`config.mk`:
```
export PLATFORM = sky130hd
export DESIGN_NAME = scan_control
export DESIGN_NICKNAME = d
export VERILOG_FILES = /design/src/hub75_pkg.sv /design/src/scan_control.sv
export VERILOG_INCLUDE_DIRS = /design/src /design/src/src
export SDC_FILE = /design/constraint.sdc
export NUM_CORES = 1
export LEC_CHECK = 0
export BUFFER_PORTS_ARGS = -buffer_cell sky130_fd_sc_hd__clkbuf_2
export CORE_MARGIN = 1
export CORE_UTILIZATION = 40
export DETAILED_ROUTE_END_ITERATION = 7
export SYNTH_ARGS = -nofsm -noshare
export SYNTH_HDL_FRONTEND = slang
export SYNTH_SLANG_ARGS = --single-unit
```
`constraint.sdc`:
```
create_clock -name clk_in -period 4.5 [get_ports clk_in]
set_input_delay 0 -clock clk_in [delete_from_list [all_inputs] [get_ports clk_in]]
set_output_delay 0 -clock clk_in [all_outputs]
set_load 0.03 [all_outputs]
```
`src/hub75_params.svh`:
```
////////////////////////////////////////////////////////////
// hub75 panel driver sizes and timing constants
////////////////////////////////////////////////////////////

`ifndef HUB75_PARAMS_SVH
`define HUB75_PARAMS_SVH

// panel geometry, both halves scanned together
`define HUB75_PANEL_WIDTH 64
`define HUB75_HALF_HEIGHT 16

// bits per colour channel, also the number of bit planes
`define HUB75_COLOR_BITS 4

// load countdown start, ram word is captured at count 2
`define HUB75_FETCH_COUNT 3

// led on-time of plane 0 in cycles, doubles per plane
`define HUB75_ON_BASE 8

`endif

```
`src/hub75_pkg.sv`:
```
////////////////////////////////////////////////////////////
// hub75 shared types: addresses, pixels, scan states
////////////////////////////////////////////////////////////

`include "hub75_params.svh"

package hub75_pkg;

    typedef logic [$clog2(`HUB75_PANEL_WIDTH)-1:0] col_addr_t;
    typedef logic [$clog2(`HUB75_HALF_HEIGHT)-1:0] row_addr_t;
    typedef logic [$clog2(`HUB75_COLOR_BITS)-1:0] plane_t;

    // rgb444, red in the top bits
    typedef struct packed {
        logic [`HUB75_COLOR_BITS-1:0] red;
        logic [`HUB75_COLOR_BITS-1:0] green;
        logic [`HUB75_COLOR_BITS-1:0] blue;
    } rgb_pixel_t;

    // one ram word holds both halves of a column
    typedef struct packed {
        rgb_pixel_t bottom;
        rgb_pixel_t top;
    } pixel_pair_t;

    // row in the upper bits
    typedef struct packed {
        row_addr_t row;
        col_addr_t col;
    } fb_addr_t;

    typedef enum logic [1:0] {
        SHIFT,
        BLANK,
        LATCH,
        DISPLAY
    } scan_state_t;

endpackage

```
`src/scan_control.sv`:
```
////////////////////////////////////////////////////////////
// scan controller: column loads, blank and latch sequence,
// and the plane weighted led enable window
////////////////////////////////////////////////////////////

`timescale 1ns/1ns

`include "hub75_params.svh"

module scan_control (
    input  logic                 clk_in,
    input  logic                 reset,
    output hub75_pkg::col_addr_t column_address,
    output hub75_pkg::row_addr_t row_address,
    output logic                 pixel_load_start,
    output hub75_pkg::plane_t    plane,
    output logic                 latch,
    output logic                 oe_n,
    output hub75_pkg::row_addr_t row_sel
);

    localparam int LOADS = `HUB75_PANEL_WIDTH;
    localparam int LOAD_W = $clog2(LOADS + 1);
    localparam int ON_MAX = `HUB75_ON_BASE << (`HUB75_COLOR_BITS - 1);
    localparam int TIMER_W = $clog2(ON_MAX);
    // start register, fetch, valid and encoder stages before the last clock ends
    localparam int DRAIN_CYCLES = 5;

    hub75_pkg::scan_state_t state;
    logic [1:0]             slot;
    logic [LOAD_W-1:0]      load_count;
    logic [TIMER_W-1:0]     timer;
    logic                   row_loaded;

    assign row_loaded = (load_count == LOAD_W'(LOADS));

    // leds only lit while displaying
    assign oe_n = (state != hub75_pkg::DISPLAY);
    assign latch = (state == hub75_pkg::LATCH);

    always_ff @(posedge clk_in) begin
        if (reset) begin
            state <= hub75_pkg::SHIFT;
            slot <= '0;
            load_count <= '0;
            timer <= '0;
            column_address <= '0;
            row_address <= '0;
            plane <= '0;
            row_sel <= '0;
            pixel_load_start <= 1'b0;
        end else begin
            pixel_load_start <= 1'b0;
            case (state)
                hub75_pkg::SHIFT: begin
                    slot <= slot + 2'd1;
                    if (!row_loaded && slot == 2'd0) begin
                        // one load per four cycles, column held until the next
                        pixel_load_start <= 1'b1;
                        column_address <= hub75_pkg::col_addr_t'(load_count);
                        load_count <= load_count + 1'b1;
                        if (load_count == LOAD_W'(LOADS - 1)) begin
                            timer <= TIMER_W'(DRAIN_CYCLES);
                        end
                    end else if (row_loaded) begin
                        // wait out the last shift clock
                        if (timer == '0) begin
                            state <= hub75_pkg::BLANK;
                        end else begin
                            timer <= timer - 1'b1;
                        end
                    end
                end
                hub75_pkg::BLANK: begin
                    state <= hub75_pkg::LATCH;
                    row_sel <= row_address;
                end
                hub75_pkg::LATCH: begin
                    state <= hub75_pkg::DISPLAY;
                    timer <= TIMER_W'((`HUB75_ON_BASE << plane) - 1);
                end
                hub75_pkg::DISPLAY: begin
                    if (timer == '0) begin
                        state <= hub75_pkg::SHIFT;
                        slot <= '0;
                        load_count <= '0;
                        plane <= plane + 1'b1;
                        // next row once the last plane is shown
                        if (plane == hub75_pkg::plane_t'(`HUB75_COLOR_BITS - 1)) begin
                            row_address <= row_address + 1'b1;
                        end
                    end else begin
                        timer <= timer - 1'b1;
                    end
                end
                default: begin
                    state <= hub75_pkg::SHIFT;
                end
            endcase
        end
    end

    // panel must be dark while the new row is latched
    latch_blanked: assert property (@(posedge clk_in) disable iff (reset)
        latch |-> oe_n);

endmodule

```
* After elaboration in Yosys (flattened, before gate mapping)
Cells that the tools add are included.
** Cells by class
- $add $sub $neg :: 6
- Equality and inequality tests :: 14
- Shifts and indexed selects :: 1
- Multiplexer cells :: 15
- Bitwise operators :: 1
- Reductions and logical operators :: 15
** Operators by type and width (number)
- 6-bit 2-to-1 mux :: 4
- 6-bit case mux with 3 select lines :: 1
- 7-bit 2-to-1 mux :: 2
- 7-bit case mux with 2 select lines :: 1
- 2-bit inequality test (second input constant) :: 6
- 3-bit AND reduction :: 3
- 2-bit 2-to-1 mux :: 4
- 2-bit case mux with 4 select lines :: 1
- 7-bit by 1-bit adder with 7-bit output (second input constant) :: 1
- 7-bit by 6-bit equality test with 1-bit output (second input constant) :: 1
- 7-bit equality test (second input constant) :: 1
- 2-bit equality test (second input constant) :: 3
- 6-bit logical NOT :: 1
- 3-bit inequality test (second input constant) :: 2
- 2-bit AND reduction :: 3
- 4-bit by 2-bit << shifter with 6-bit output (first input constant) :: 1
- 6-bit by 1-bit subtractor with 6-bit output (second input constant) :: 1
- 6-bit by 2-bit subtractor with 6-bit output (second input constant) :: 1
- 2-bit by 1-bit adder with 2-bit output (second input constant) :: 2
- 4-bit by 1-bit adder with 4-bit output (second input constant) :: 1
- 2-bit logical NOT :: 2
- 2-bit case mux with 2 select lines :: 1
- 4-bit AND reduction :: 1
- 3-bit nonzero test :: 1
- other kinds (7) :: 7
** Word-level totals
- Register bits :: 34
- Input port bits :: 2
- Word-level logic and storage cells :: 61

* Depth between registers and ports, before layout
- Word-level depth :: 5
- Depth in mapped cells :: 8
- Depth with buffers taken out :: 7

* Worst setup path after synthesis
No wires, ideal clock.
- Kind :: register -> register
- From :: reg timer[0]
- To :: reg load_count[3]
- Arrival time :: 1.908 ns
- Slack :: 2.471 ns
- Stages on the path, launching flop included :: 8
- Buffers on the path :: 0
- Clock period less this slack :: 2.029 ns
- Cell sequence :: dfxtp_1 -> inv_1 -> ha_1 -> or4b_4 -> nor3_4 -> a2bb2oi_2 -> nor2_1 -> mux2_2
** On the way
- Longest elaborated chain between the ends :: 3
** RTL lines
- from (decl) :: line scan_control.sv:32 : logic [TIMER_W-1:0] timer;
- from (signal assigned) :: line scan_control.sv:63 : timer <= TIMER_W'(DRAIN_CYCLES);
- from (signal assigned) :: line scan_control.sv:70 : timer <= timer - 1'b1;
- from (signal assigned) :: line scan_control.sv:80 : timer <= TIMER_W'((`HUB75_ON_BASE << plane) - 1);
- 6-bit logical NOT :: line scan_control.sv:83 : if (timer == '0) begin
- 2-bit inequality test (no source line)
- 3-bit AND reduction (no source line)
- to (signal assigned) :: line scan_control.sv:61 : load_count <= load_count + 1'b1;
- to (decl) :: line scan_control.sv:31 : logic [LOAD_W-1:0] load_count;
Every way passes these cells.
A chain may end at the register's enable or synchronous reset.

* Worst setup path after layout
Same ends and word-level chain as after synthesis.

==> summary.md <==
| Metric | Value |
|---|---|
| Insertion delay of the later-clocked pin in the worst-skew pair | around 280 ps |
| Fmax achieved | 445 MHz |
| Syn_area_per_cell | 8.77 um2 |
| Pwr dens | approximately 560 nW/um2 |
| Die ar. | around 4800 um2 |
| Die width | 69.2 um |
| Non-Filler Instances | 278 |
| Placed cells | 270 |
| Resized Gates After CTS | 0 |
| Min cycle time layout | approximately 2200 ps |
| Critical Path Start Type | register |
| Post-synth top flop | dfxtp_1 |
| Postcts setup bufs | 0 |
| Footprint of the multi-input gates | 1040 um2 |
| Sequential Area | a little under 700 um2 |
| Syn Inst Count | slightly above 200 |
| Stages on worst setup path | 7 |
| Slew HR | a little over half |
| RD Place Congestion | roughly 0.83 |
| CTS tree | yes |
| Status | finished, final reports clean |
| EDFF count, synth | 0 |
| # fillers | 429 |
| Highest metal used | met4 |
| Most frequent cell after synthesis | dfxtp_1 |
| Met2 wire len | 1600 um |
| Class of the worst hold path | primary input to register |
| Critical path type | register to register |
| Worst-case clock buffer depth | 2 |
| Crit end category | register |
| Via-per-instance ratio | about 5.3 |
| Wire length on met1 | between 1500 and 2000 um |
| Crit path max-delay cell type | or4b_4 |
| DR vias | between 1000 and 1500 |
| Synth warnings | 0 |
| WL met3 | about 150 um |
| Nets | 240 |
| Delay of the slowest critical-path stage | roughly 500 ps |
| Clock root cell | clkbuf_8 |
| RSZ-0062 raised after global routing | no |
| Reg clk slew, reported paths | 70 ps |
| Synth Net Count | 221 |
| Largest net degree at the start of global routing | 32 |
| Routed len/inst | roughly 13 um |
| Setup violations, final | 0 |
| Max Fanout on Critical Path | 7 |
| Post-layout util | 46.8% |
| Worst R2R Path Depth | 7 |
| CP Buf/Inv Count | 1 |
| DR pass1 iterations | 4 |
| Synthesized area | between 1500 and 2000 um2 |
| # IOs | 21 |
| CTS Sinks | 34 |
| Worst EP arrival | between 2000 and 2500 ps |
| CP Launch Point | timer[0] |
| Chip Height | between 60 and 70 um |
| Top-area cell type share of the netlist area | between 30% and 40% |
| Rows | 24 |
| Antenna Cells | 0 |
| Register area share after synthesis | between 30% and 40% |
| Period utilization | around 50% |
| Fin. max-slew vios | 0 |
| Area leader, netlist | dfxtp_1 |
| Vias in the first global route | between 1000 and 1500 |
| Synth async-reset ratio | 0% |
| HP Start | reset |
| HPWL after DPL | 2610 um |
| ANT nets after route | 0 |
| Synth cell types | 44 |
| Largest cells by area after synthesis | dfxtp_1 38%, ha_1 9.0%, mux2i_1 6.1% |
| R2R Path Start | timer[0] |
| Initial antenna violation count | 0 |
| CTS buffer count | 5 |
| First-pass GRT wire length | 6230 um |
| Crit-path cells | inv_1, ha_1, or4b_4, nor3_4, a2bb2oi_2, nor2_1, mux2_2 |
| Iteration-0 DRC Markers | approximately 110 |
| Top delay family on crit path | simple AND/OR/NAND/NOR gates |
| Leak | 0.832 nW |
| Total global-route track usage | between 15 and 20% |
| Final hold vios | 0 |
| Clk_skew | between 5 and 6 ps |
| Port bufs | 20 |
| TNS Setup | 0 ps |
| DRT Wirelength | about 3700 um |
| Power, Total | roughly 1.1 mW |
| Synth Register Bits | 34 |
| Critical Path RT | roughly 4700 ps |
| Grt ovf | 0 |
| H-tree depth | 2 |
| Worst VDD drop | roughly 0.26 mV |
| Top cells by count, synth | 34 x dfxtp_1, 26 x nor2_1, 16 x inv_1, 15 x a21oi_1, 13 x ha_1 |
| Share of layout cells above drive strength 1 | 19.5% |
| Starting Density | 41.5% |
| P&R area growth vs syn | 12.7% |
| Hold Path Depth | 2 |
| # hold bufs at CTS | 0 |
| Slew @ Worst Pin | a little under 700 ps |
| Max-cap violation count | 0 |
| DRC errors left | 0 |
| Core area | ~4400 um2 |
stage by stage:
step	hold slack [ps]	worst slack [ps]	instance area (um2)
6_report	335	2250	2040
5_1_grt	375	2080	2040
4_1_cts	341	2250	2040
3_5_place_dp	447	2260	1940
3_3_place_gp	446	2310	1940
2_1_floorplan	295	2470	1810
layer usage:
layer | GRT usage [%] | up-vias
met2 | 23.8 | 32
met1 | 22.0 | 664
met4 | 5.90 | 0
met5 | 0 | -
li1 | - | 764
met3 | 4.65 | 4
kinds of logic after synthesis:
group / share of synthesized area (%)
buffers and inverters: 4.99
AO/OA/AOI/OAI: 17.8
adder cells (fa/ha/maj): 9.00
flip-flops: 37.7
multiplexers: 6.72
XOR/XNOR: 2.42
AND/OR/NAND/NOR: 21.4
power breakdown:
group          internal (mW)  total, mW  switching, mW  leakage, nW
logic                  0.200      0.510          0.310        0.509
registers              0.347      0.398         0.0510        0.275
clock network          0.123      0.234          0.111       0.0472
path summary, 6_finish.rpt:
kind,endpoint,slack (ps)
setup / recovery,load_count[3],2250
hold / removal,column_address[1],340
setup reg to reg,load_count[3],2250
hold reg to reg,column_address[4],460
cell type report:
| class | instances | share of cell area (%) |
|---|---|---|
| sequential | 34 | 33.4 |
| timing repair buffer | 20 | 4.91 |
| tap | 52 | 3.19 |
| inverter | 16 | 2.95 |
| multi-input combinational | 148 | 50.9 |
| clock buffer | 6 | 4.05 |
| clock inverter | 2 | 0.614 |
cells in the final DEF, fill, tap and decap left out, drive strengths merged, types with 3 or more instances in the layout:
cell type,netlist,routed
dfxtp,34,34
nor2,26,26
clkbuf,7,26
inv,16,16
a21oi,15,15
ha,13,13
nand2,12,12
mux2i,11,11
nand3,9,9
o21ai,8,8
nor3,6,6
nor2b,4,4
a211oi,4,4
and3,3,3
xnor2,3,3
a21bo,3,3
a31oi,3,3
registers in the layout (all words and copies together), names as in the netlist:
name              count
column_address        6
load_count            7
pixel_load_start      1
plane                 2
row_address           4
row_sel               4
slot                  2
state                 2
timer                 6
Power figures use the tool's default switching activity.
