==> config.mk <==
export PLATFORM = sky130hd
export DESIGN_NAME = pixel_encoder
export DESIGN_NICKNAME = d
export VERILOG_FILES = /design/src/hub75_pkg.sv /design/src/pixel_encoder.sv
export VERILOG_INCLUDE_DIRS = /design/src /design/src/src
export SDC_FILE = /design/constraint.sdc
export NUM_CORES = 1
export LEC_CHECK = 0
export BUFFER_PORTS_ARGS = -buffer_cell sky130_fd_sc_hd__buf_2
export CORE_AREA = 2 2 39 41
export CTS_CLUSTER_SIZE = 10
export DETAILED_ROUTE_END_ITERATION = 8
export DIE_AREA = 0 0 41 43
export PLACE_DENSITY = 0.69
export REMOVE_ABC_BUFFERS = 1
export SKIP_CTS_REPAIR_TIMING = 1
export SLEW_MARGIN = 20
export SYNTH_ARGS = -nofsm -noshare
export SYNTH_HDL_FRONTEND = slang
export SYNTH_SLANG_ARGS = --single-unit
==> constraint.sdc <==
create_clock -name clk_in -period 1.4 [get_ports clk_in]
set_input_delay 0.07 -clock clk_in [delete_from_list [all_inputs] [get_ports clk_in]]
set_output_delay 0.07 -clock clk_in [all_outputs]
set_load 0.02 [all_outputs]
==> src/hub75_params.svh <==
////////////////////////////////////////////////////////////
// hub75 panel driver sizes and timing constants
////////////////////////////////////////////////////////////

`ifndef HUB75_PARAMS_SVH
`define HUB75_PARAMS_SVH

// panel geometry, both halves scanned together
`define HUB75_PANEL_WIDTH 64
`define HUB75_HALF_HEIGHT 16

// bits per colour channel, also the number of bit planes
`define HUB75_COLOR_BITS 4

// load countdown start, ram word is captured at count 2
`define HUB75_FETCH_COUNT 3

// led on-time of plane 0 in cycles, doubles per plane
`define HUB75_ON_BASE 8

`endif

==> src/hub75_pkg.sv <==
////////////////////////////////////////////////////////////
// hub75 shared types: addresses, pixels, scan states
////////////////////////////////////////////////////////////

`include "hub75_params.svh"

package hub75_pkg;

    typedef logic [$clog2(`HUB75_PANEL_WIDTH)-1:0] col_addr_t;
    typedef logic [$clog2(`HUB75_HALF_HEIGHT)-1:0] row_addr_t;
    typedef logic [$clog2(`HUB75_COLOR_BITS)-1:0] plane_t;

    // rgb444, red in the top bits
    typedef struct packed {
        logic [`HUB75_COLOR_BITS-1:0] red;
        logic [`HUB75_COLOR_BITS-1:0] green;
        logic [`HUB75_COLOR_BITS-1:0] blue;
    } rgb_pixel_t;

    // one ram word holds both halves of a column
    typedef struct packed {
        rgb_pixel_t bottom;
        rgb_pixel_t top;
    } pixel_pair_t;

    // row in the upper bits
    typedef struct packed {
        row_addr_t row;
        col_addr_t col;
    } fb_addr_t;

    typedef enum logic [1:0] {
        SHIFT,
        BLANK,
        LATCH,
        DISPLAY
    } scan_state_t;

endpackage

==> src/pixel_encoder.sv <==
////////////////////////////////////////////////////////////
// plane bit select for both halves and panel shift clock
////////////////////////////////////////////////////////////

`timescale 1ns/1ns

module pixel_encoder (
    input  logic                   clk_in,
    input  logic                   reset,
    input  hub75_pkg::pixel_pair_t pixel_pair,
    input  logic                   pixel_valid,
    input  hub75_pkg::plane_t      plane,
    output logic                   r0,
    output logic                   g0,
    output logic                   b0,
    output logic                   r1,
    output logic                   g1,
    output logic                   b1,
    output logic                   panel_clk
);

    logic shift_pending;

    // colour lines settle a cycle before the clock rises
    always_ff @(posedge clk_in) begin
        if (reset) begin
            r0 <= 1'b0;
            g0 <= 1'b0;
            b0 <= 1'b0;
            r1 <= 1'b0;
            g1 <= 1'b0;
            b1 <= 1'b0;
        end else if (pixel_valid) begin
            r0 <= pixel_pair.top.red[plane];
            g0 <= pixel_pair.top.green[plane];
            b0 <= pixel_pair.top.blue[plane];
            r1 <= pixel_pair.bottom.red[plane];
            g1 <= pixel_pair.bottom.green[plane];
            b1 <= pixel_pair.bottom.blue[plane];
        end
    end

    always_ff @(posedge clk_in) begin
        if (reset) begin
            shift_pending <= 1'b0;
            panel_clk <= 1'b0;
        end else begin
            shift_pending <= pixel_valid;
            panel_clk <= shift_pending;
        end
    end

    // clock only follows a freshly captured pair
    clk_after_pair: assert property (@(posedge clk_in) disable iff (reset)
        panel_clk |-> $past(pixel_valid, 2));

endmodule

==> Word level (Yosys, flattened, before mapping) <==
Index checks and enable logic that the tools add are counted.
{ "classes": {"shifts": 0, "n_lt_le_gt_ge": 1, "n_addsub": 0, "bitwise": 0, "mux": 12, "n_mul": 0, "reduce_logical": 0, "eq_ne": 0, "div": 0} }
{ "ops": {"columns": ["op", "count"], "rows": [
  ["$bmux W1 S2", 6],
  ["$mux W1", 6],
  ["$lt A2 B3 Y1 const B", 1]
]} }
{ "word_totals": {"inputBits": 29, "mem_count": 0, "romBits": 0, "wordCells": 21, "regBits": 8, "mem_bits_rw": 0, "latchBits": 0} }

==> Logic depth before layout (Yosys ltp) <==
Gate-level depths: netlist (run 1).
{ "logic_depth": {"word_depth": 2, "ltp_mapped": 3, "ltp_nobuf": 2} }

==> Worst setup path after synthesis (run 1) <==
Ideal clock, no wire load.
{ "synth_path": {"kind": "register to register", "startpoint": "reg, netlist name r0", "endpoint": "reg r0", "period_less_slack_ns": 1.018, "arrival_ns": 0.939, "stages_incl_launch_ff": 3, "slack_ns": 0.382, "n_path_buf": 0, "required_time_ns": 1.320, "cell_sequence": "dfxtp_1 -> or3b_2 -> o221ai_2"} }
{ "synth_lines": {"columns": ["item", "line", "text"], "rows": [
  ["to (signal assigned)", "pixel_encoder.sv:34", "r0 <= pixel_pair.top.red[plane];"],
  ["to (decl)", "pixel_encoder.sv:13", "output logic r0,"]
]} }

==> results.yml, run 1 <==
pwr:
  pwr-share-clk: 0.305
  combPwrFrac: 0.239
  netSwitchingFraction: 0.254
  seqPwrFrac: 0.455
  p_int_uw: 410
  peakVddDrop_v: 0.000317
  p_leak_uw: 0.000332
  p_sw_uw: 140
  power-per-cell-area_mw_per_mm2: 862
synthesis:
  ys_seq_area_frac: 0.372
  yosysWarnings: 0
  yosysMostFrequentCell: "mux2i_1"
  synth_top_flop_cell: "dfxtp_1"
  synth_seq_cells: 8
  syn_area_um2: 430
  synth_area_leaders: "dfxtp_1 (37%), mux2i_1 (28%), or3b_2 (12%)"
  synth.avg_cell_area_um2: 11.3
  async_flop_share: 0
  synth_top_cell_by_area: "dfxtp_1"
  synth.distinct_cells: 9
  synth_top_area_share: 0.372
  synth_edf_count: 0
  synthCells: 38
  synth_common_cells: "mux2i_1 (12), dfxtp_1 (8), or3b_2 (6)"
timing:
  fin_tns_setup_ns: 0
  relSlewSlack: 0.769
  finalCritPeriodShare: 0.662
  max_freq_mhz: 1080
  rsz0062_at_grt: "false"
  tightest_slew_ns: 0.347
  finalCriticalPeriod_ns: 0.926
  hold_viol_final: 0
  setup_viol: 0
  fin_skew_ns: 0.0000358
  drv_slew: 0
layout:
  finalInstanceArea_um2: 638
  synthToLayoutAreaGrowth_pct: 48.3
  fill_cells: 137
  final_layout_size_suffix_gt1_frac: 0.608
  multi_input_area_um2: 260
  fin_nets: 105
  regArea_um2: 160
  diodes: 0
clock_tree:
  clk_latency_ns: 0.24
  cts_root_buffer: "clkbuf_4"
  cts_tree: "done"
  clk_pin_slew_worst_paths_ns: 0.05
  cts_made_buffers: 3
  cts_sinks: 8
  htree_levels: 1
  cts_buffer_depth: 2
worst_setup_path:
  slowest_stage: "or3b_2"
  required_ns: 1.56
  critPathKind: "reg -> reg"
  critPathMaxFanout: 2
  reg2regPathDepth: 2
  critPathCaptureType: "flip-flop"
  cp_cell_sequence: "or3b_2 > o221ai_1"
  cp_num_buf_inv: 0
  crit_family: "simple AND/OR/NAND/NOR gates"
  startpoint_type: "flip-flop"
  arrival_ns: 1.09
  crit_path_max_incr_delay_ns: 0.44
  path_depth: 2
place:
  placed_area_um2: 616
  port-buffer-count: 35
  post-dp-hpwl_um: 837
  gp_congestion: 0.689
min_path:
  hold_path_depth: 2
  hold_path_class: "in -> reg"
grt:
  grt_overflow: 0
  antenna_found_initial: 0
  grt_pass1_wl_um: 1480
  grt_max_degree: 13
  grtUsageTotal: 0.119
  first_global_vias: 401
drt:
  wirelength_um: 1030
  drc: 0
  drt_iter0_drc: 3
  top_layer: "met3"
  routed-wl-met2_um: 509
  routed_via_density: 4.88
  dr_wl_met3_um: 75
  drt-met1-wl_um: 447
  first_pass_iters: 4
  ant_nets: 0
  routedWlPerCell_um: 11.5
  vias: 439
die:
  fp.dieW_um: 41
  ios: 36
  die_h_um: 43
  rows: 14
  dieArea_mm2: 0.00176
  coreArea_mm2: 0.00138
  initial_core_util: 0.311
job:
  cap_violations: 0
outcome:
  outcome: "complete, no violations"
[logic make-up (layout without fill, tap and decap cells)]
| kind of cell | Yosys count | count (layout) | synth area share |
|---|---|---|---|
| AO/OA/AOI/OAI | 6 | 6 | 0.137 |
| AND/OR/NAND/NOR | 10 | 10 | 0.189 |
| multiplexers | 12 | 12 | 0.279 |
| flip-flops | 8 | 8 | 0.372 |
| buffers and inverters | 2 | 38 | 0.0233 |
[metrics by stage]
step	setup slack, ns	std cells	hold slack, ns	power [uW]	util
after floorplan	0.382	36	0.142	318	-
after global placement	0.457	87	0.331	386	0.445
after detailed placement	0.458	87	0.337	388	0.445
after CTS	0.477	90	0.0749	561	0.461
after global routing	0.425	90	0.0980	581	0.461
final	0.474	90	0.0809	550	0.461
[power by group through the flow]
stage | Sequential (uW) | Clock (uW) | Combinational (uW)
3_3_place_gp | 255 | 0 | 131
4_1_cts | 250 | 177 | 134
5_1_grt | 252 | 185 | 145
2_1_floorplan | 273 | 0 | 44.6
6_report | 250 | 168 | 132
3_5_place_dp | 255 | 0 | 133
[layout by cell type, fill, tap and decap left out, drive strengths merged]
cell,instances
or3b,7
dfxtp,8
mux2i,12
buf,35
clkbuf,3
o221ai,6
nand3b,1
nor2b,2
[final timing paths]
kind / start / to / slack (ns)
setup / recovery: b0$_SDFFE_PP0P_ / b0$_SDFFE_PP0P_ / 0.47
hold / removal: reset / panel_clk$_SDFF_PP0_ / 0.08
setup reg to reg: b0$_SDFFE_PP0P_ / b0$_SDFFE_PP0P_ / 0.47
hold reg to reg: shift_pending$_SDFF_PP0_ / panel_clk$_SDFF_PP0_ / 0.44
[area by class of cell]
cell class                      count  area share
Tap cell                           16      0.0314
Multi-Input combinational cell     28       0.408
Sequential cell                     8       0.251
Clock buffer                        3      0.0353
Timing Repair Buffer               35       0.275
[sequential cells by signal, summed over array words and instances (netlist names)]
name and flops:
r0 1, g1 1, b1 1, shift_pending 1, panel_clk 1, r1 1, g0 1, b0 1
[metal layers]
metal | vias up | GRT usage
met3 | 0 | 0.0209
met5 | - | 0
met4 | 0 | 0.0600
met1 | 202 | 0.145
li1 | 223 | -
met2 | 14 | 0.188
(Power assumes the default switching activity.)
==> run 2: changes to the inputs <==
- ABC_AREA: not set -> 1
- PLACE_DENSITY: 0.69 -> 0.72
- clock period: 1.4 -> 0.9 ns (I/O delays scaled with it)
==> run 2 against run 1 <==
Net effect: synthesized cell count increased by 89%; highest routed layer unchanged; largest power group unchanged; hold slack improved by 0.063 ns; final area increased by 4.9%; clock-buffer cell count unchanged; setup slack got worse by 0.37 ns; sequential cell count unchanged.
==> results.yml, run 2 <==
worst_setup_path:
  crit_family: "flip-flops"
  critPathKind: "reg -> out"
  slowest_stage: "dfxtp_1"
  crit_path_max_incr_delay_ns: 0.34
  reg2regPathDepth: 2
  startpoint_type: "flip-flop"
  path_depth: 1
  arrival_ns: 0.75
  critPathCaptureType: "output pin"
  cp_num_buf_inv: 1
  required_ns: 0.85
  critPathMaxFanout: 2
  cp_cell_sequence: "buf_2"
die:
  coreArea_mm2: 0.00138
  ios: 36
  fp.dieW_um: 41
  dieArea_mm2: 0.00176
  initial_core_util: 0.339
  rows: 14
  die_h_um: 43
synthesis:
  synth_top_area_share: 0.341
  synth_top_cell_by_area: "dfxtp_1"
  yosysWarnings: 0
  async_flop_share: 0
  ys_seq_area_frac: 0.341
  synth_seq_cells: 8
  synth_edf_count: 0
  yosysMostFrequentCell: "nand2_1"
  synth.avg_cell_area_um2: 6.52
  synth_common_cells: "nand2_1 (30), nand3_1 (12), dfxtp_1 (8)"
  syn_area_um2: 469
  synth_area_leaders: "dfxtp_1 (34%), nand2_1 (24%), nand3_1 (13%)"
  synth_top_flop_cell: "dfxtp_1"
  synthCells: 72
  synth.distinct_cells: 10
pwr:
  p_sw_uw: 257
  combPwrFrac: 0.265
  p_int_uw: 636
  seqPwrFrac: 0.437
  power-per-cell-area_mw_per_mm2: 1330
  netSwitchingFraction: 0.288
  power.total_uw: 893
  pwr-share-clk: 0.298
  peakVddDrop_v: 0.000473
  p_leak_uw: 0.000375
grt:
  antenna_found_initial: 0
  grtUsageTotal: 0.138
  grt_pass1_wl_um: 1680
  grt_max_degree: 14
  grt_overflow: 0
  first_global_vias: 426
timing:
  drv_slew: 0
  finalCritPeriodShare: 0.883
  relSlewSlack: 0.824
  fin_tns_setup_ns: 0
  rsz0062_at_grt: "false"
  max_freq_mhz: 1260
  fin_skew_ns: 0.00166
  tightest_slew_ns: 0.264
  finalCriticalPeriod_ns: 0.795
  hold_viol_final: 0
  whs_ns: 0.144
  setup_viol: 0
min_path:
  hold_path_class: "in -> reg"
  hold_path_depth: 4
layout:
  fin_nets: 139
  final_cell_mix: "buf_2 (35), nand2_1 (30), nand3_1 (12), dfxtp_1 (8)"
  final_layout_size_suffix_gt1_frac: 0.417
  diodes: 0
  layout_commonest_cell: "buf_2"
  synthToLayoutAreaGrowth_pct: 42.7
  finish.utilization: 0.484
drt:
  routed_via_density: 4.32
  wirelength_um: 1050
  first_pass_iters: 3
  drc: 0
  routedWlPerCell_um: 8.47
  ant_nets: 0
  drt_iter0_drc: 16
  vias: 536
place:
  gp_congestion: 0.681
  post-dp-hpwl_um: 828
  port-buffer-count: 35
clock_tree:
  clk_pin_slew_worst_paths_ns: 0.05
  cts_made_buffers: 3
  cts_buffer_depth: 2
  cts_root_buffer: "clkbuf_4"
  cts_sinks: 8
  cts_tree: "done"
  htree_levels: 1
  clk_latency_ns: 0.25
job:
  cap_violations: 0
outcome:
  outcome: "complete, no violations"
==> run 2: cell types whose count changed after synthesis, moves of 4 or more <==
cell and change:
mux2i_1 -12, a21oi_2 +6, o21ai_0 +6, nand3_1 +12
nand2_1 +30, o221ai_1 -5, or3b_2 -6, inv_1 +4
==> run 2: layout make-up <==
type / instances / area, um^2
inverter: 5 / 18.8
fill: 157 / 714
multi-input combinational: 56 / 263
timing repair buffer: 36 / 185
sequential: 8 / 160
tap: 16 / 20.0
clock buffer: 3 / 22.5
==> run 2: layer usage <==
layer,wire length [um],global-route usage,vias up
li1,-,-,305
met1,528,0.200,201
met2,408,0.178,30
met3,112,0.0157,0
met4,0,0.100,0
met5,0,0,-
==> run 2: logic make-up (layout without fill, tap and decap cells) <==
group,Yosys count,count (layout),share of synthesized area
DFF,8,8,0.341
AOI/OAI and AO/OA,12,12,0.176
and+or+nand+nor,44,44,0.384
buffers and inverters,8,44,0.0986
==> run 2: worst paths after layout <==
kind	startpoint	endpoint	slack [ns]
worst max-delay path	g0$_SDFFE_PP0P_	g0	0.11
worst min-delay path	reset	r1$_SDFFE_PP0P_	0.14
worst max register to register	g0$_SDFFE_PP0P_	g0$_SDFFE_PP0P_	0.25
worst min register to register	shift_pending$_SDFF_PP0_	panel_clk$_SDFF_PP0_	0.41
==> run 2: power groups by stage <==
stage,Sequential (uW),Combinational [uW],Clock [uW]
2_1_floorplan,426,92.8,0
3_3_place_gp,396,232,0
3_5_place_dp,397,234,0
4_1_cts,390,234,284
5_1_grt,393,270,297
6_report,390,236,266
==> run 2: through the flow <==
stage | setup slack (ns) | instances | instance area [um^2]
floorplan | 0.181 | 69 | 442
global placement | 0.134 | 120 | 637
detailed placement | 0.102 | 120 | 637
CTS | 0.108 | 123 | 659
global route | 0.0659 | 124 | 669
finish | 0.105 | 124 | 669
