==> src/hub75_params.svh <==
////////////////////////////////////////////////////////////
// hub75 panel driver sizes and timing constants
////////////////////////////////////////////////////////////

`ifndef HUB75_PARAMS_SVH
`define HUB75_PARAMS_SVH

// panel geometry, both halves scanned together
`define HUB75_PANEL_WIDTH 64
`define HUB75_HALF_HEIGHT 16

// bits per colour channel, also the number of bit planes
`define HUB75_COLOR_BITS 4

// load countdown start, ram word is captured at count 2
`define HUB75_FETCH_COUNT 3

// led on-time of plane 0 in cycles, doubles per plane
`define HUB75_ON_BASE 8

`endif

==> src/hub75_pkg.sv <==
////////////////////////////////////////////////////////////
// hub75 shared types: addresses, pixels, scan states
////////////////////////////////////////////////////////////

`include "hub75_params.svh"

package hub75_pkg;

    typedef logic [$clog2(`HUB75_PANEL_WIDTH)-1:0] col_addr_t;
    typedef logic [$clog2(`HUB75_HALF_HEIGHT)-1:0] row_addr_t;
    typedef logic [$clog2(`HUB75_COLOR_BITS)-1:0] plane_t;

    // rgb444, red in the top bits
    typedef struct packed {
        logic [`HUB75_COLOR_BITS-1:0] red;
        logic [`HUB75_COLOR_BITS-1:0] green;
        logic [`HUB75_COLOR_BITS-1:0] blue;
    } rgb_pixel_t;

    // one ram word holds both halves of a column
    typedef struct packed {
        rgb_pixel_t bottom;
        rgb_pixel_t top;
    } pixel_pair_t;

    // row in the upper bits
    typedef struct packed {
        row_addr_t row;
        col_addr_t col;
    } fb_addr_t;

    typedef enum logic [1:0] {
        SHIFT,
        BLANK,
        LATCH,
        DISPLAY
    } scan_state_t;

endpackage

==> src/framebuffer_fetch.sv <==
////////////////////////////////////////////////////////////
// pixel fetch: ram address, load countdown, pair capture
////////////////////////////////////////////////////////////

`timescale 1ns/1ns

`include "hub75_params.svh"

module framebuffer_fetch (
    input  logic                   reset,
    input  logic                   clk_in,
    input  hub75_pkg::col_addr_t   column_address,
    input  hub75_pkg::row_addr_t   row_address,
    input  logic                   pixel_load_start,
    input  hub75_pkg::pixel_pair_t ram_data_in,
    output hub75_pkg::fb_addr_t    ram_address,
    output logic                   ram_clk_enable,
    output hub75_pkg::pixel_pair_t pixel_pair,
    output logic                   pixel_valid
);

    logic [1:0] load_count;

    assign ram_address = '{row: row_address, col: column_address};
    assign ram_clk_enable = (load_count != 2'd0);

    // countdown of one load
    always_ff @(posedge clk_in) begin
        if (reset) begin
            load_count <= 2'd0;
        end else if (pixel_load_start) begin
            load_count <= 2'(`HUB75_FETCH_COUNT);
        end else if (load_count != 2'd0) begin
            load_count <= load_count - 2'd1;
        end
    end

    // ram word is ready at count 2
    always_ff @(posedge clk_in) begin
        if (reset) begin
            pixel_pair <= '0;
            pixel_valid <= 1'b0;
        end else begin
            pixel_valid <= (load_count == 2'd2);
            if (load_count == 2'd2) begin
                pixel_pair <= ram_data_in;
            end
        end
    end

    // scan side must keep loads apart
    one_load_in_flight: assert property (@(posedge clk_in) disable iff (reset)
        pixel_load_start |-> (load_count == 2'd0));

endmodule

==> config.mk <==
export PLATFORM = sky130hd
export DESIGN_NAME = framebuffer_fetch
export DESIGN_NICKNAME = d
export VERILOG_FILES = /design/src/hub75_pkg.sv /design/src/framebuffer_fetch.sv
export VERILOG_INCLUDE_DIRS = /design/src /design/src/src
export SDC_FILE = /design/constraint.sdc
export NUM_CORES = 1
export LEC_CHECK = 0
export ABC_AREA = 1
export BUFFER_PORTS_ARGS = -buffer_cell sky130_fd_sc_hd__buf_4
export CAP_MARGIN = 20
export CORE_MARGIN = 3
export CORE_UTILIZATION = 38
export CTS_BUF_LIST = sky130_fd_sc_hd__clkbuf_8
export DETAILED_ROUTE_END_ITERATION = 10
export HOLD_SLACK_MARGIN = 0.15
export PLACE_DENSITY_LB_ADDON = 0.2
export SYNTH_ARGS = -nofsm -noshare
export SYNTH_HDL_FRONTEND = slang
export SYNTH_SLANG_ARGS = --single-unit
==> constraint.sdc <==
create_clock -name clk_in -period 1 [get_ports clk_in]
set_input_delay 0.1 -clock clk_in [delete_from_list [all_inputs] [get_ports clk_in]]
set_output_delay 0.1 -clock clk_in [all_outputs]
set_load 0.02 [all_outputs]
After elaboration in Yosys (flattened, before gate mapping)
Cells that the tools add are included.
{ "classes": {"n_addsub": 1, "n_eq_ne": 1, "n_reduce_logical": 2, "mux": 2} }
{ "ops": {"columns": ["cell", "n"], "rows": [
  ["$mux W2", 2],
  ["$reduce_bool A2 Y1", 2],
  ["$eq A2 B2 Y1 const B", 1],
  ["$sub A2 B1 Y2 const B", 1]
]} }
{ "word_totals": {"inputBits": 37, "elab_cells": 14, "register_bits": 27} }

Longest topological paths before layout
Gate-level depths: netlist of run 1.
{ "logic_depth": {"ltp_word": 3, "ltp_mapped": 7, "ltp_nobuf": 7} }

Worst setup path after synthesis of run 1
OpenSTA, ideal clock, no wires.
{ "synth_timing": {"path_type": "reg2reg", "start": "register load_count[0]", "end": "register pixel_pair[14] in the netlist's numbering", "t_arrival_ns": 1.003, "path_buffers": 1, "slack_ns": -0.119, "synth_period_minus_slack_ns": 1.119, "required_ns": 0.884, "stages_incl_launch_ff": 6, "cell_sequence": "dfxtp_1 inv_1 ha_1 buf_4 o21ai_0 nor2_1"} }
{ "synth_between": {"elab_chain_len": 1} }
{ "synth_rtl": {"columns": ["item", "line_no", "rtl"], "rows": [
  ["from (decl)", "framebuffer_fetch.sv:22", "logic [1:0] load_count;"],
  ["from (signal assigned)", "framebuffer_fetch.sv:32", "load_count <= 2'(`HUB75_FETCH_COUNT);"],
  ["from (signal assigned)", "framebuffer_fetch.sv:34", "load_count <= load_count - 2'd1;"],
  ["$eq A2 B2 Y1", "framebuffer_fetch.sv:45", "if (load_count == 2'd2) begin"],
  ["to (signal assigned)", "framebuffer_fetch.sv:46", "pixel_pair <= ram_data_in;"],
  ["to (decl)", "framebuffer_fetch.sv:18", "output hub75_pkg::pixel_pair_t pixel_pair,"]
]} }
Every way passes these cells.
A chain may end at the register's enable or synchronous reset.

Final worst setup path of run 1
{ "layout_timing": {"start": "register load_count[1]", "end": "output port ram_clk_enable"} }
{ "layout_between": {"elab_chain_len": 1} }
{ "layout_rtl": {"columns": ["item", "line_no", "rtl"], "rows": [
  ["$reduce_bool A2 Y1", "framebuffer_fetch.sv:25", "assign ram_clk_enable = (load_count != 2'd0);"],
  ["to (decl)", "framebuffer_fetch.sv:17", "output logic ram_clk_enable,"]
]} }
Every way passes these cells.

==> results of run 1 <==
## path summary, 6_finish.rpt
kind | start | to | slack [ns] | cells after the start
setup / recovery | load_count[1]$_SDFFE_PP0P_ | ram_clk_enable | -0.1 | 4
hold / removal | column_address[5] | ram_address[5] | 0.20 | 0
setup reg to reg | load_count[1]$_SDFFE_PP0P_ | pixel_pair[10]$_SDFFE_PP0N_ | -0.09 | 6
hold reg to reg | pixel_pair[11]$_SDFFE_PP0N_ | pixel_pair[11]$_SDFFE_PP0N_ | 0.50 | 2
## stage by stage
step / cells / setup slack (ns) / area (sq um) / power [mW] / utilization (%)
finish: 247 / -0.0959 / 2100 / 2.86 / 81.2
global route: 247 / -0.150 / 2100 / 3.02 / 81.2
CTS: 247 / -0.108 / 2020 / 2.82 / 78.1
detailed placement: 213 / -0.0470 / 1500 / 1.96 / 57.8
global placement: 213 / -0.0262 / 1500 / 1.94 / 57.8
floorplan: 137 / 0.00316 / 1090 / 1.67 / -
## Yosys cell counts
cell type / count
nor2_1: 52
dfxtp_1: 27
o21ai_0: 20
buf_4: 12
inv_1: 8
nand2_1: 5
o21ai_1: 4
ha_1: 3
buf_2: 2
buf_6: 2
inv_2: 1
nand3_1: 1
## metal layers
metal  up-vias  track usage (%)
met5         -                0
met4         0             5.18
met1       514             19.0
met3         6             7.41
li1        576                -
met2        49             38.8
## area by class of cell
| class | count | area share (%) |
|---|---|---|
| clock buffers | 3 | 1.96 |
| clock inverters | 1 | 0.179 |
| inverters | 9 | 1.96 |
| multi-input cells | 85 | 29.1 |
| flip-flops and latches | 27 | 25.8 |
| well taps | 30 | 1.79 |
| repair buffers | 92 | 39.2 |
## cells by family (layout without fill, tap and decap cells)
| group | Yosys count | in the layout | share of synthesized area, % |
|---|---|---|---|
| buffers and inverters | 25 | 105 | 14.6 |
| and+or+nand+nor | 58 | 58 | 20.4 |
| DFF | 27 | 27 | 50.3 |
| adders and majority gates | 3 | 3 | 3.50 |
| AOI/OAI and AO/OA | 24 | 24 | 11.2 |
## worst reg2reg max path: cells and delay by family, from the launching register on
family | cells | cell delay (ns)
DFF | 1 | 0.36
buffers and inverters | 3 | 0.31
adders and majority gates | 1 | 0.18
and+or+nand+nor | 2 | 0.13
## registers in the layout, indices dropped and copies added, names as in the netlist
signal       count
pixel_pair      24
load_count       2
pixel_valid      1
## power by group through the flow
stage                     Combinational, mW  Sequential [mW]  Clock (mW)
after floorplan                       0.289             1.38           0
final                                  1.01             1.27       0.585
after global routing                   1.08             1.28       0.658
after CTS                             0.949             1.26       0.611
after global placement                0.673             1.26           0
after detailed placement              0.690             1.27           0
## repair_timing
action,CTS,global route
pin swaps,12,3
gates cloned,1,0
buffers inserted,3,0
endpoints found under the setup margin,24,27
resized for setup,66,22
hold buffers,26,0
hold endpoints to repair,27,0
==> flow_metrics.py, run 1 <==
metrics = {
    "status": {
        "status": "complete, but fails checks",
        "violations": "setup timing",
    },
    "sta": {
        "period_share_pct": 110,
        "rsz0062_at_grt": "true",
        "finalSetupViolations": 27,
        "worstMarginPinSlew_ns": 0.198,
        "finalHoldViolCount": 0,
        "fin_setup_tns_ns": -1.97,
        "slew_violations": 0,
        "fin_skew_ns": 0.000858,
        "fmax_mhz": 913,
        "holdWs_ns": 0.200,
        "worst_slack_ns": -0.0959,
        "post-route-min-period_ns": 1.10,
        "slew_headroom_pct": 86.8,
    },
    "synthesis": {
        "ys_top_cells_by_area": "dfxtp_1 (50%), nor2_1 (18%), o21ai_0 (9.3%), buf_4 (8.4%), ha_1 (3.5%)",
        "ys_seq_elements": 27,
        "netlist.top_cell.by_area": "dfxtp_1",
        "ys_seq_area_share_pct": 50.3,
        "ys_warn_count": 0,
        "synthCells": 137,
        "syn_avg_cell_area_sq_um": 7.84,
        "synth.cell_area_sq_um": 1070,
        "synthesis.nets": 177,
        "synth_top_area_share_pct": 50.3,
        "ys_types": 12,
    },
    "drt": {
        "met2_length_um": 1880,
        "drt-met1-wl_um": 1210,
        "wirelength_um": 3360,
        "wl_met3_um": 235,
        "drc_errors": 0,
        "firstDrtPassIters": 4,
        "route.detailed.wl_per_inst_um": 13.6,
        "vias": 1145,
        "drtIter0Drc": 17,
        "routed_via_density": 4.64,
        "dr.max_layer_used": "met4",
        "ant_nets": 0,
    },
    "finish": {
        "regArea_sq_um": 543,
        "antennaDiodeCount": 0,
        "area_growth_syn_to_layout_pct": 95.8,
        "multiInputGateArea_sq_um": 612,
        "fillerInstances": 160,
        "final_common_cell": "buf_4",
        "drive_above_1_share_pct": 56.7,
        "mostFrequentLayoutCells": "buf_4 (58), dlygate4sd3_1 (26), nor2_1 (25), dfxtp_1 (25), o21ai_2 (17)",
        "final_nets": 258,
    },
    "floorplan": {
        "die_w_um": 59.2,
        "core-area_sq_um": 2590,
        "die_y_um": 59.2,
        "dieArea_sq_um": 3500,
        "initial_core_util_pct": 41.4,
        "core.rowCount": 18,
        "pin_count": 73,
    },
    "critical_path": {
        "crit_path_end_kind": "primary output",
        "critPathBufInv": 3,
        "cp_max_fo": 3,
        "cp_common_cell": "inv_2",
        "worstPathCellList": "inv_2 -> ha_4 -> inv_2 -> buf_6",
        "max_stage_delay_ns": 0.36,
        "worstPathArrival_ns": 1.00,
        "worst-endpoint-required_ns": 0.90,
        "critical_path.top_delay_family": "flip-flops",
        "worstSetupStartpointType": "flip-flop",
        "slowest_stage": "dfxtp_2",
        "crit_type": "reg -> out",
    },
    "job": {
        "max_cap_viol_count": 0,
    },
    "global_route": {
        "antenna_found_initial": 0,
        "grt_max_degree": 15,
        "overflow": 0,
        "grt_util_all_layers_pct": 19.8,
        "grt_pass1_vias": 1178,
        "grt_pass1_wl_um": 5190,
    },
    "power": {
        "p_int_mw": 1.97,
        "seqPwrFrac_pct": 44.2,
        "p_switching_uw": 888,
        "clockPowerShare_pct": 20.4,
        "comb_power_share_pct": 35.3,
        "p_leak_nw": 0.954,
        "power_per_cell_area_nw_per_um2": 1360,
        "peakVddDrop_mv": 1.48,
        "sw_frac_of_total_pct": 31.0,
    },
    "placement": {
        "port_buffers": 52,
        "dp.final_hpwl_um": 1980,
        "place_congestion": 0.690,
    },
    "clock_network": {
        "htreeDepth": 1,
        "clk_latency_ns": 0.26,
        "numCtsBuffers": 3,
        "cts_tree": "done",
        "cts.clk_slew.worst_paths_ns": 0.08,
        "cts_buffer_depth": 2,
        "cts.sinks": 27,
        "root_buffer": "clkbuf_8",
    },
    "worst_hold_path": {
        "hp-class": "in -> out",
    },
}
Power figures use the tool's default switching activity.
==> run 2: changes to the inputs <==
- CORE_UTILIZATION: 38 -> 42
- clock period: 1 -> 1.02 ns (I/O delays scaled with it)
==> flow_metrics.py, run 2 (synthesized netlist as in run 1, its figures left out) <==
metrics = {
    "drt": {
        "drtIter0Drc": 10,
        "vias": 1157,
        "drc_errors": 0,
        "firstDrtPassIters": 3,
        "routed_via_density": 4.78,
        "wirelength_um": 3390,
        "route.detailed.wl_per_inst_um": 14.0,
        "ant_nets": 0,
    },
    "finish": {
        "utilization_pct": 86.2,
        "antennaDiodeCount": 0,
        "mostFrequentLayoutCells": "buf_4 (57), nor2_1 (32), dlygate4sd3_1 (26)",
        "reg_top3": "pixel_pair (24), load_count (2), pixel_valid (1)",
        "final_common_cell": "buf_4",
        "largest_register": "pixel_pair",
        "largest_register_ffs": 24,
        "drive_above_1_share_pct": 53.7,
        "area_growth_syn_to_layout_pct": 86.1,
        "final_nets": 255,
    },
    "placement": {
        "post-place-ws_ns": -0.0435,
        "dp.final_hpwl_um": 1960,
        "port_buffers": 52,
        "place_congestion": 0.743,
    },
    "sta": {
        "post-route-min-period_ns": 1.11,
        "fmax_mhz": 905,
        "worstMarginPinSlew_ns": 0.308,
        "finalSetupViolations": 27,
        "fin_skew_ns": 0.00457,
        "slew_headroom_pct": 79.4,
        "slew_violations": 0,
        "finalHoldViolCount": 0,
        "rsz0062_at_grt": "true",
        "worst_slack_ns": -0.0854,
        "period_share_pct": 108,
    },
    "floorplan": {
        "dieArea_sq_um": 3200,
        "die_w_um": 56.6,
        "core.rowCount": 17,
        "initial_core_util_pct": 46.3,
        "pin_count": 73,
        "die_y_um": 56.6,
        "core-area_sq_um": 2320,
    },
    "power": {
        "p_leak_nw": 0.937,
        "p_switching_uw": 839,
        "power_per_cell_area_nw_per_um2": 1370,
        "comb_power_share_pct": 33.7,
        "peakVddDrop_mv": 1.18,
        "p_int_mw": 1.90,
        "clockPowerShare_pct": 21.0,
        "seqPwrFrac_pct": 45.3,
        "sw_frac_of_total_pct": 30.6,
    },
    "clock_network": {
        "htreeDepth": 1,
        "numCtsBuffers": 3,
        "cts_buffer_depth": 2,
        "root_buffer": "clkbuf_8",
        "cts_tree": "done",
        "clk_latency_ns": 0.26,
        "cts.clk_slew.worst_paths_ns": 0.09,
        "cts.sinks": 27,
    },
    "critical_path": {
        "cp_max_fo": 11,
        "worstSetupStartpointType": "flip-flop",
        "worst-endpoint-required_ns": 1.18,
        "crit_type": "reg -> reg",
        "crit_path_end_kind": "flip-flop",
        "worstPathArrival_ns": 1.27,
    },
    "global_route": {
        "grt_util_all_layers_pct": 20.8,
        "grt_pass1_vias": 1230,
        "grt_pass1_wl_um": 5450,
        "grt_max_degree": 15,
        "overflow": 0,
        "antenna_found_initial": 0,
    },
    "status": {
        "status": "complete, but fails checks",
        "violations": "setup timing",
    },
    "job": {
        "max_cap_viol_count": 0,
    },
    "worst_hold_path": {
        "hp-class": "in -> out",
    },
}
==> run 2: cell count changes in the layout (fill, tap and decap cells not counted), sizes merged <==
cell,previous run,this run
buf,66,63
==> run 2: cell type report <==
| cell class | instances | area (sq um) |
|---|---|---|
| well taps | 28 | 35.0 |
| inverters | 9 | 41.3 |
| clock buffers | 3 | 41.3 |
| clock inverters | 1 | 3.75 |
| multi-input cells | 85 | 541 |
| flip-flops and latches | 27 | 546 |
| fillers | 107 | 320 |
| repair buffers | 89 | 791 |
==> run 2: stage by stage <==
| stage | setup TNS, ns | power, mW | cells | hold WS [ns] | instance area, sq um |
|---|---|---|---|---|---|
| floorplan | -0.0633 | 1.64 | 137 | 0.173 | 1090 |
| detailed placement | -0.249 | 1.94 | 210 | 0.204 | 1510 |
| global route | -2.80 | 2.88 | 242 | 0.204 | 2000 |
| CTS | -1.51 | 2.68 | 242 | 0.204 | 1910 |
| global placement | -0.000479 | 1.91 | 210 | 0.204 | 1510 |
| finish | -1.62 | 2.74 | 242 | 0.204 | 2000 |
==> run 2: what timing repair did <==
action / in CTS / in global routing
gates resized for setup: 42 / 26
endpoints found under the hold margin: 27 / 0
buffers inserted: 2 / 0
pin swaps: 2 / 6
hold buffers: 26 / 0
setup endpoints to repair: 26 / 27
==> run 2: routing by layer <==
metal	vias up	share of wire, %	track usage, %
met1	530	39	22.3
met5	-	0	0
li1	570	-	-
met3	12	8.1	5.75
met2	45	51	38.3
met4	0	2.3	7.46
==> run 2: power groups by stage <==
stage | clock, mW | sequential, mW | combinational, mW
final | 0.575 | 1.24 | 0.922
after CTS | 0.592 | 1.23 | 0.853
after global placement | 0 | 1.24 | 0.677
after global routing | 0.638 | 1.25 | 0.993
after detailed placement | 0 | 1.24 | 0.693
after floorplan | 0 | 1.36 | 0.284
==> run 2: worst paths after layout <==
| check | from | end | slack (ns) | depth (start not counted) |
|---|---|---|---|---|
| max | load_count[1]$_SDFFE_PP0P_ | pixel_pair[8]$_SDFFE_PP0N_ | -0.09 | 6 |
| min | column_address[5] | ram_address[5] | 0.20 | 0 |
| max reg2reg | load_count[1]$_SDFFE_PP0P_ | pixel_pair[8]$_SDFFE_PP0N_ | -0.09 | 6 |
| min reg2reg | pixel_pair[0]$_SDFFE_PP0N_ | pixel_pair[0]$_SDFFE_PP0N_ | 0.50 | 2 |
==> run 2: worst max-delay path: stages, from the launching register on <==
cell and delay (ns):
dfxtp_4 0.37, buf_6 0.10, ha_4 0.17, inv_4 0.06, buf_12 0.14, nor2_1 0.11, nor2_1 0.06
==> run 3: changes to the inputs <==
- CORE_UTILIZATION: 42 -> 40
- CTS_BUF_LIST: sky130_fd_sc_hd__clkbuf_8 -> not set
- PLACE_DENSITY_LB_ADDON: 0.2 -> 0.3
==> flow_metrics.py, run 3 (synthesized netlist as in run 1, its figures left out) <==
metrics = {
    "drt": {
        "ant_nets": 0,
        "firstDrtPassIters": 4,
        "drtIter0Drc": 31,
        "routed_via_density": 4.70,
        "drc_errors": 0,
        "vias": 1171,
        "wirelength_um": 3490,
        "route.detailed.wl_per_inst_um": 14.0,
    },
    "sta": {
        "finalHoldViolCount": 0,
        "fin_skew_ns": 0.00194,
        "slew_violations": 0,
        "worst_slack_ns": -0.161,
        "period_share_pct": 116,
        "post-route-min-period_ns": 1.18,
        "finalSetupViolations": 27,
        "worstMarginPinSlew_ns": 0.179,
        "slew_headroom_pct": 88.1,
        "rsz0062_at_grt": "true",
        "fmax_mhz": 847,
        "holdWs_ns": 0.204,
    },
    "status": {
        "status": "complete, but fails checks",
        "violations": "setup timing",
    },
    "critical_path": {
        "worst-endpoint-required_ns": 0.92,
        "crit_type": "reg -> out",
        "cp_max_fo": 3,
        "crit_path_end_kind": "primary output",
        "worstSetupStartpointType": "flip-flop",
        "worstPathArrival_ns": 1.08,
    },
    "finish": {
        "area_growth_syn_to_layout_pct": 97.2,
        "final_common_cell": "buf_4",
        "mostFrequentLayoutCells": "buf_4 (59), nor2_1 (30), dlygate4sd3_1 (26)",
        "antennaDiodeCount": 0,
        "fillerInstances": 139,
        "drive_above_1_share_pct": 55.7,
        "largest_register_ffs": 24,
        "reg_top3": "pixel_pair (24), load_count (2), pixel_valid (1)",
        "utilization_pct": 83.9,
        "final_nets": 260,
        "largest_register": "pixel_pair",
    },
    "power": {
        "p_leak_nw": 0.964,
        "total_power_mw": 2.74,
        "power_per_cell_area_nw_per_um2": 1300,
        "peakVddDrop_mv": 1.21,
    },
    "floorplan": {
        "dieArea_sq_um": 3340,
        "die_w_um": 57.8,
        "core-area_sq_um": 2520,
        "core.rowCount": 18,
        "initial_core_util_pct": 42.6,
        "pin_count": 73,
        "die_y_um": 57.8,
    },
    "placement": {
        "place_congestion": 0.755,
        "port_buffers": 52,
        "dp.final_hpwl_um": 1990,
    },
    "clock_network": {
        "root_buffer": "clkbuf_4",
        "htreeDepth": 1,
        "cts.sinks": 27,
        "cts_tree": "done",
        "clk_latency_ns": 0.33,
        "cts.clk_slew.worst_paths_ns": 0.13,
        "numCtsBuffers": 3,
        "cts_buffer_depth": 2,
    },
    "job": {
        "max_cap_viol_count": 0,
    },
    "global_route": {
        "grt_pass1_wl_um": 5510,
        "grt_pass1_vias": 1227,
        "overflow": 0,
        "grt_max_degree": 15,
        "antenna_found_initial": 0,
        "grt_util_all_layers_pct": 21.4,
    },
    "worst_hold_path": {
        "hp-class": "in -> out",
    },
}
[run 3: cell types whose count changed in the layout (fill, tap and decap cells not counted), moves of 4 or more]
cell	change
nor2_4	+10
nand2_1	-4
nor2_2	-8
nand2_2	+4
o21ai_2	-10
inv_1	-4
o21ai_1	+10
inv_2	+4
[run 3: power breakdown]
| part | total, mW | switching, mW | internal, mW |
|---|---|---|---|
| combinational | 1.05 | 0.501 | 0.545 |
| sequential | 1.24 | 0.0724 | 1.16 |
| clock | 0.461 | 0.308 | 0.154 |
[run 3: worst paths after layout]
path / end / depth (start not counted) / start / slack, ns
max: ram_clk_enable / 4 / load_count[0]$_SDFFE_PP0P_ / -0.16
min reg2reg: pixel_pair[7]$_SDFFE_PP0N_ / 2 / pixel_pair[7]$_SDFFE_PP0N_ / 0.51
min: ram_address[8] / 0 / row_address[2] / 0.20
max reg2reg: pixel_pair[18]$_SDFFE_PP0N_ / 6 / load_count[1]$_SDFFE_PP0P_ / -0.13
[run 3: area by class of cell]
class                      instances  area, sq um  area share (%)
clock buffer                       4         26.3            1.24
inverter                           9         43.8            2.07
sequential                        27          544            25.7
tap                               30         37.5            1.77
timing repair buffer              94          880            41.5
multi-input combinational         85          586            27.7
[run 3: timing repair]
item / 4_1_cts / 5_1_grt
gates cloned: 3 / 0
setup endpoints to repair: 26 / 29
buffers inserted: 4 / 1
pin swaps: 11 / 3
resized for setup: 77 / 9
endpoints found under the hold margin: 27 / 0
hold buffers: 26 / 0
[run 3: stage by stage]
| step | setup TNS [ns] | setup WS [ns] | cells | instance area, sq um |
|---|---|---|---|---|
| 2_1_floorplan | -0.0633 | -0.00581 | 137 | 1090 |
| 3_3_place_gp | -0.0244 | -0.0125 | 212 | 1500 |
| 3_5_place_dp | -0.539 | -0.0867 | 212 | 1500 |
| 4_1_cts | -1.99 | -0.157 | 249 | 2100 |
| 5_1_grt | -3.34 | -0.200 | 249 | 2120 |
| 6_report | -2.29 | -0.161 | 249 | 2120 |
[run 3: worst max-delay path, stage by stage (launching register included)]
cell     delay (ns)
dfxtp_2        0.38
inv_4          0.05
ha_4           0.15
inv_2          0.06
buf_6          0.11
[run 3: layer usage]
metal	GRT usage (%)	up-vias	share of wire (%)
met5	0	-	0
met4	7.95	0	2.2
met3	4.90	12	6.4
met2	40.8	51	54
met1	22.6	524	38
li1	-	584	-
